--- config.mk ---
export PLATFORM = sky130hd
export DESIGN_NAME = fetch_top
export DESIGN_NICKNAME = d
export VERILOG_FILES = /design/src/common/fetch_pkg.sv /design/src/fetch/fetch_unit.sv /design/src/design/jump_resolver.sv /design/src/design/fetch_top.sv
export SDC_FILE = /design/constraint.sdc
export NUM_CORES = 1
export LEC_CHECK = 0
export ABC_AREA = 0
export BUFFER_PORTS_ARGS = -buffer_cell sky130_fd_sc_hd__buf_4
export CAP_MARGIN = 20
export CORE_ASPECT_RATIO = 2
export CORE_MARGIN = 2
export CORE_UTILIZATION = 50
export CTS_BUF_LIST = sky130_fd_sc_hd__clkbuf_4
export CTS_CLUSTER_DIAMETER = 200
export DETAILED_ROUTE_END_ITERATION = 12
export GPL_TIMING_DRIVEN = 0
export HOLD_SLACK_MARGIN = 0.12
export MAX_ROUTING_LAYER = met4
export PLACE_DENSITY_LB_ADDON = 0.2
export SLEW_MARGIN = 5
export SYNTH_ARGS = -nofsm -noshare
export SYNTH_HDL_FRONTEND = slang
export SYNTH_SLANG_ARGS = --single-unit
--- constraint.sdc ---
create_clock -name clk -period 11.2 [get_ports clk]
set_clock_uncertainty 0.05 [all_clocks]
set_input_delay 1.12 -clock clk [delete_from_list [all_inputs] [get_ports clk]]
set_output_delay 1.12 -clock clk [all_outputs]
set_load 0.01 [all_outputs]
--- src/common/fetch_pkg.sv ---
// widths and codes assume a 64-bit bus carrying two 32-bit instructions per word, no compressed isa

package fetch_pkg;

  // ==========================================================================
  // widths with a meaning
  // ==========================================================================

  // byte address of an instruction or a bus word
  typedef logic [63:0] addr_t;

  // one beat on the read data channel
  typedef logic [63:0] word_t;

  // one uncompressed instruction
  typedef logic [31:0] inst_t;

  // read response code from the bus
  typedef logic [1:0]  resp_t;

  // ==========================================================================
  // constants
  // ==========================================================================

  // only okay is good, every other code counts as a bus error
  localparam resp_t RESP_OKAY = 2'b00;

  // major opcode of jal, bits 6:0 of the instruction
  localparam logic [6:0] OPCODE_JAL = 7'b1101111;

  // ==========================================================================
  // read state machine
  // ==========================================================================

  // idle offers an address, wait holds until the data beat
  typedef enum logic {
    FETCH_IDLE = 1'b0,
    FETCH_WAIT = 1'b1
  } fetch_state_e;

endpackage

--- src/fetch/fetch_unit.sv ---
// one read in flight at a time; reset is synchronous and active high on rst_n; pc must be 4-aligned

module fetch_unit #(
  parameter fetch_pkg::addr_t RESET_VAL = 64'h8000_0000
) (
  input  logic              clk,
  input  logic              rst_n,

  // downstream back-pressure
  input  logic              pc_stall_i,

  // redirect from the jump resolver
  input  logic              redirect_i,
  input  fetch_pkg::addr_t  redirect_pc_i,

  // read address channel
  output logic              m_axi_arvalid_o,
  output fetch_pkg::addr_t  m_axi_araddr_o,
  input  logic              m_axi_arready_i,

  // read data channel
  input  logic              m_axi_rvalid_i,
  input  fetch_pkg::word_t  m_axi_rdata_i,
  input  fetch_pkg::resp_t  m_axi_rresp_i,
  output logic              m_axi_rready_o,

  // committed instruction towards decode
  output logic              commit_o,
  output fetch_pkg::addr_t  commit_pc_o,
  output fetch_pkg::inst_t  commit_inst_o,
  output logic              commit_err_o
);

  import fetch_pkg::*;

  fetch_state_e state_q;
  fetch_state_e state_d;

  // address of the read that is offered or outstanding
  addr_t        pc_q;

  // set when the outstanding response belongs to the old path
  logic         discard_q;

  logic         ar_fire;
  logic         r_fire;

  // ==========================================================================
  // bus strobes
  // ==========================================================================

  assign m_axi_arvalid_o = (state_q == FETCH_IDLE);

  // a redirect in the same cycle goes straight onto the bus
  assign m_axi_araddr_o  = redirect_i ? redirect_pc_i : pc_q;

  // stall keeps the data beat on the bus until decode can take it
  assign m_axi_rready_o  = (state_q == FETCH_WAIT) & ~pc_stall_i;

  assign ar_fire = m_axi_arvalid_o & m_axi_arready_i;
  assign r_fire  = m_axi_rvalid_i & m_axi_rready_o;

  // ==========================================================================
  // read state machine
  // ==========================================================================

  always_comb begin
    state_d = state_q;
    case (state_q)
      FETCH_IDLE: begin
        if (ar_fire) begin
          state_d = FETCH_WAIT;
        end
      end
      FETCH_WAIT: begin
        if (r_fire) begin
          state_d = FETCH_IDLE;
        end
      end
      default: begin
        state_d = FETCH_IDLE;
      end
    endcase
  end

  always_ff @(posedge clk) begin
    if (rst_n) begin
      state_q <= FETCH_IDLE;
    end else begin
      state_q <= state_d;
    end
  end

  // ==========================================================================
  // stale response tracking
  // ==========================================================================

  // a redirect arriving on the data beat drops that beat directly,
  // so the bit is only needed when the beat is still to come
  always_ff @(posedge clk) begin
    if (rst_n) begin
      discard_q <= 1'b0;
    end else if ((state_q == FETCH_WAIT) && redirect_i && !r_fire) begin
      discard_q <= 1'b1;
    end else if (r_fire) begin
      discard_q <= 1'b0;
    end
  end

  // ==========================================================================
  // program counter
  // ==========================================================================

  always_ff @(posedge clk) begin
    if (rst_n) begin
      pc_q <= RESET_VAL;
    end else if (redirect_i) begin
      pc_q <= redirect_pc_i;
    end else if (commit_o) begin
      pc_q <= pc_q + 64'd4;
    end
  end

  // ==========================================================================
  // commit
  // ==========================================================================

  assign commit_o      = r_fire & ~discard_q & ~redirect_i;
  assign commit_pc_o   = pc_q;

  // bit 2 picks the half of the 64-bit beat
  assign commit_inst_o = pc_q[2] ? m_axi_rdata_i[63:32] : m_axi_rdata_i[31:0];
  assign commit_err_o  = (m_axi_rresp_i != RESP_OKAY);

  // a commit closes the pending read, next cycle is back in idle
  commit_ends_wait: assert property (
    @(posedge clk) disable iff (rst_n)
    commit_o |=> (state_q == FETCH_IDLE)
  );

  // no second address while a read is outstanding
  no_ar_in_wait: assert property (
    @(posedge clk) disable iff (rst_n)
    (ar_fire || ((state_q == FETCH_WAIT) && !r_fire)) |=> !m_axi_arvalid_o
  );

endmodule

--- src/design/jump_resolver.sv ---
// detects only jal; jalr and branches pass through untouched; reset is synchronous and active high

module jump_resolver (
  input  logic              clk,
  input  logic              rst_n,

  // downstream back-pressure
  input  logic              pc_stall_i,

  // committed instruction from fetch
  input  logic              commit_i,
  input  fetch_pkg::addr_t  commit_pc_i,
  input  fetch_pkg::inst_t  commit_inst_i,
  input  logic              commit_err_i,

  // redirect back to fetch
  output logic              redirect_o,
  output fetch_pkg::addr_t  redirect_pc_o,

  // decode stage outputs
  output logic              id_valid_o,
  output fetch_pkg::addr_t  id_pc_o,
  output fetch_pkg::inst_t  id_inst_o,
  output logic              id_err_o
);

  import fetch_pkg::*;

  logic  is_jal;
  addr_t jal_imm;
  addr_t jal_target;

  // ==========================================================================
  // decode stage register
  // ==========================================================================

  always_ff @(posedge clk) begin
    if (rst_n) begin
      id_valid_o <= 1'b0;
    end else if (!pc_stall_i) begin
      id_valid_o <= commit_i;
    end
  end

  // payload follows the valid bit and freezes under stall
  always_ff @(posedge clk) begin
    if (!pc_stall_i) begin
      id_pc_o   <= commit_pc_i;
      id_inst_o <= commit_inst_i;
      id_err_o  <= commit_err_i;
    end
  end

  // ==========================================================================
  // jal decode and target
  // ==========================================================================

  // a faulted fetch carries no real instruction
  assign is_jal = commit_i && !commit_err_i && (commit_inst_i[6:0] == OPCODE_JAL);

  // j-type immediate, imm[20|10:1|11|19:12], sign extended to 64 bits
  assign jal_imm = {{43{commit_inst_i[31]}},
                    commit_inst_i[31],
                    commit_inst_i[19:12],
                    commit_inst_i[20],
                    commit_inst_i[30:21],
                    1'b0};

  assign jal_target = commit_pc_i + jal_imm;

  // ==========================================================================
  // redirect pulse
  // ==========================================================================

  // commit already implies no stall, so the pulse is not held back
  always_ff @(posedge clk) begin
    if (rst_n) begin
      redirect_o <= 1'b0;
    end else begin
      redirect_o <= is_jal;
    end
  end

  always_ff @(posedge clk) begin
    if (is_jal) begin
      redirect_pc_o <= jal_target;
    end
  end

  // fetch cannot commit on back-to-back cycles
  redirect_single: assert property (
    @(posedge clk) disable iff (rst_n)
    redirect_o |=> !redirect_o
  );

  // the jump that caused the pulse sits in decode at the same time
  redirect_has_jal: assert property (
    @(posedge clk) disable iff (rst_n)
    redirect_o |-> (id_valid_o && (id_inst_o[6:0] == OPCODE_JAL))
  );

endmodule

--- src/design/fetch_top.sv ---
// fetch front end: single outstanding read, jal-only redirect, sync active-high reset on rst_n

module fetch_top #(
  parameter fetch_pkg::addr_t RESET_VAL = 64'h8000_0000
) (
  input  logic              clk,
  input  logic              rst_n,

  // read address channel
  output logic              m_axi_arvalid_o,
  output fetch_pkg::addr_t  m_axi_araddr_o,
  input  logic              m_axi_arready_i,

  // read data channel
  input  logic              m_axi_rvalid_i,
  input  fetch_pkg::word_t  m_axi_rdata_i,
  input  fetch_pkg::resp_t  m_axi_rresp_i,
  output logic              m_axi_rready_o,

  // downstream
  input  logic              pc_stall_i,
  output logic              id_valid_o,
  output fetch_pkg::addr_t  id_pc_o,
  output fetch_pkg::inst_t  id_inst_o,
  output logic              id_err_o
);

  import fetch_pkg::*;

  // fetch to resolver
  logic  commit;
  addr_t commit_pc;
  inst_t commit_inst;
  logic  commit_err;

  // resolver back to fetch
  logic  redirect;
  addr_t redirect_pc;

  fetch_unit #(
    .RESET_VAL (RESET_VAL)
  ) fetch_i (
    .clk             (clk),
    .rst_n           (rst_n),
    .pc_stall_i      (pc_stall_i),
    .redirect_i      (redirect),
    .redirect_pc_i   (redirect_pc),
    .m_axi_arvalid_o (m_axi_arvalid_o),
    .m_axi_araddr_o  (m_axi_araddr_o),
    .m_axi_arready_i (m_axi_arready_i),
    .m_axi_rvalid_i  (m_axi_rvalid_i),
    .m_axi_rdata_i   (m_axi_rdata_i),
    .m_axi_rresp_i   (m_axi_rresp_i),
    .m_axi_rready_o  (m_axi_rready_o),
    .commit_o        (commit),
    .commit_pc_o     (commit_pc),
    .commit_inst_o   (commit_inst),
    .commit_err_o    (commit_err)
  );

  jump_resolver resolve_i (
    .clk           (clk),
    .rst_n         (rst_n),
    .pc_stall_i    (pc_stall_i),
    .commit_i      (commit),
    .commit_pc_i   (commit_pc),
    .commit_inst_i (commit_inst),
    .commit_err_i  (commit_err),
    .redirect_o    (redirect),
    .redirect_pc_o (redirect_pc),
    .id_valid_o    (id_valid_o),
    .id_pc_o       (id_pc_o),
    .id_inst_o     (id_inst_o),
    .id_err_o      (id_err_o)
  );

endmodule

==> results.md <==
- Gr usage total: 33.6%
- Post-synth EDFFs: 161
- Area growth from synthesis to layout: 22.7%
- CTS buffer count: 53
- Outcome: completed
- CTS resizes: 0
- GPL Wtd Cong: 1.01
- Combinational share of power: 10.5%
- Unrepaired setup endpoints after global routing: no
- Non-filler cells, final: 2017
- Worst hold slack: 0.388 ns
- Antenna viol nets, final: 0
- Synth area leader: edfxtp_1
- Clk pwr share: 38.0%
- Top cells by area, synth: edfxtp_1 36%, dfxtp_1 10%, ha_1 5.9%
- Tot Pwr: 1.80 mW
- Vias: 11900
- CTS Hold Bufs: 0
- DR WL/cell: 22.9 µm
- Total die area: 0.0280 mm²
- Vias/cell: 5.89
- Setup Fix Bufs, Post-CTS: 0
- DRT Pass-1 Iters: 6
- Share of cells above drive strength 1: 26.1%
- Max Cap Viol: 0
- Final nets: 1764
- Worst setup margin: 5.10 ns
- Initial Util: 50.6%
- Netlist Area Pre-Place: 0.0133 mm²
- P_leak: 6.64 nW
- Core Area: 0.0263 mm²
- Setup violators final: 0
- Fillers: 2271
- Crit-path max FO: 10
- Power per Cell Area: 111 mW/mm²
- Flop pwr share: 51.5%
- Row Count: 84
- Cell Int Power: 1.34 mW
- IO buf count: 233
- F_max: 164 MHz
- Seq/Total Area, Yosys: 46.6%
- Die Height: 235 µm
- TritonCTS clock tree: yes
- Clk slew on worst S/H paths: 0.08 ns
- Count leader, synth: edfxtp_1
- Crit-path cells: buf_2 > buf_1 > clkbuf_1 > mux2_2 > ha_1 > fa_1 > a211oi_1 > o21ai_1 > o21ai_0 > nand3_1 > a31o_2 > a31oi_1 > o221ai_1 > xor2_1
- Register Area: 0.00620 mm²
- Syn avg cell area: 10.0 µm²
- Rel. slew slack: 28.0%
- Sink Count: 229
- Minimum setup slack among reg-to-reg paths: 5.10 ns
- Top cells by count, synth: 161 x edfxtp_1, 112 x a21oi_1, 112 x nand2_1
- Syn Inst Count: 1329
- Share of the synthesized area in the top cell type: 36.3%
- Critical Path End Type: flop
- CP Launch Type: flop
- Critical Path AT: 6.49 ns
- First-pass GRT wire length: 69100 µm
- CP max-delay cell: clkbuf_1
- Pre-CTS WS: 5.10 ns
- Worst VDD drop: 0.0000916 V
- Post-synth cell types: 73
- CTS root buffer: clkbuf_4
- Residual DRC count: 0
- Detailed Route WL: 46300 µm
- Net switching power: 0.462 mW
- Worst Max-Slew Pin Slew: 1.08 ns
- CTS Buffer Depth: 3
- Max stage delay on crit path: 0.65 ns
- Dpl hpwl: 35700 µm
- Post-Place Cells: 1917
- Initial antenna violation count: 1
- YS warnings: 0
- H-tree levels: 2
- Fin crit share: 54.4%
- Grt total ovfl: 0
- Switching part of the total: 25.6%
- DIE WIDTH: 119 µm
- Final Critical Period: 6.10 ns
- Final Hold Viols: 0
- Fin. max-slew vios: 0
- Syn Nets: 1464
- Largest net degree at the start of global routing: 59
- Footprint of the multi-input gates: 0.00668 mm²
- DRT iter0 DRCs: 678
- Hold Path Class: reg -> reg
- Worst skew pair latency: 0.72 ns
- Async set-reset flop share out of synthesis: 0%
- Flops & latches, synth: 229
- Critical path class: reg -> reg
- Number of global-route vias before repair: 12200
- Critical Path RT: 11.59 ns
- Layout Utilization: 62.1%
- Ys flop type: edfxtp_1
- IO Pins: 235
## worst paths after layout
kind,start,endpoint,depth (start not counted)
hold / removal,fetch_i.commit_pc_o[63],resolve_i.id_pc_o[63],0
setup / recovery,fetch_i.commit_pc_o[2],resolve_i.redirect_pc_o[43],14
setup reg to reg,fetch_i.commit_pc_o[2],resolve_i.redirect_pc_o[43],14
hold reg to reg,fetch_i.commit_pc_o[63],resolve_i.id_pc_o[63],0
## logic make-up (layout without fill, tap and decap cells)
| group | count (synthesis) | count (layout) | share of synthesized area, % |
|---|---|---|---|
| AOI/OAI and AO/OA | 325 | 325 | 14.7 |
| xor gates and xnor gates | 113 | 113 | 7.54 |
| adders and majority gates | 64 | 64 | 6.07 |
| buffers and inverters | 108 | 451 | 3.27 |
| DFF | 229 | 229 | 46.6 |
| muxes | 73 | 73 | 6.12 |
| other | 0 | 1 | 0 |
| and+or+nand+nor | 417 | 417 | 15.8 |
## flip-flops by register name (all words and copies together), names as in the netlist
register	cells
resolve_i.redirect_pc_o	64
resolve_i.id_inst_o	32
resolve_i.id_err_o	1
resolve_i.id_pc_o	64
resolve_i.redirect_o	1
fetch_i.commit_pc_o	64
fetch_i.state_q	1
resolve_i.id_valid_o	1
fetch_i.discard_q	1
## layout by cell type, fill, tap and decap left out, types with 10 or more instances in the layout
cell and count:
a211oi_1 13, a21o_1 21, a21oi_1 112, a31oi_1 14, and3_1 13, and4_1 10
buf_4 244, clkbuf_1 38, clkbuf_4 83, dfxtp_1 68, edfxtp_1 161, ha_1 63
inv_1 49, mux2_2 67, nand2_1 112, nand3_1 40, nand4_1 34, nor2_1 98
nor2b_1 28, nor3_1 24, o211ai_1 11, o21ai_0 89, o21bai_1 16, xnor2_1 73
xor2_1 39
## power by group through the flow
| stage | registers, mW | logic (mW) | clock network [mW] |
|---|---|---|---|
| 6_report | 0.929 | 0.189 | 0.686 |
| 2_1_floorplan | 0.958 | 0.0951 | 0 |
| 4_1_cts | 0.929 | 0.187 | 0.698 |
| 3_3_place_gp | 0.950 | 0.182 | 0 |
| 5_1_grt | 0.930 | 0.203 | 0.734 |
| 3_5_place_dp | 0.948 | 0.186 | 0 |
## stage by stage
step	TNS, ns	instance area (µm²)
CTS	0	16300
floorplan	0	13300
global route	0	16300
finish	0	16300
detailed placement	0	15600
global placement	-158.74	15500
## routing by layer
layer	vias to the layer above	GRT usage (%)	share of wire (%)
met1	5659	30.7	32
met3	177	4.47	5.1
met4	0	21.5	7.3
met2	507	63.5	55
li1	5533	-	-
met5	-	-	0
## worst max-delay path: cells and delay by family (launching register included)
family	cells	cell delay [ns]
flops	1	0.47
xor+xnor	1	0.18
mux	1	0.44
compound gates	6	2.07
buf+inv	3	1.57
simple gates	1	0.34
fa+ha+maj	2	0.69
## area by class of cell
| type | count | share of cell area, % |
|---|---|---|
| clock buffers | 83 | 3.82 |
| plain buffers | 57 | 1.50 |
| multi-input cells | 992 | 40.9 |
| flip-flops and latches | 229 | 38.0 |
| clock inverters | 15 | 0.429 |
| well taps | 344 | 2.64 |
| diodes | 1 | 0.0153 |
| inverters | 51 | 1.19 |
| repair buffers | 245 | 11.5 |
Note: power is estimated with default switching activity, not from simulation.
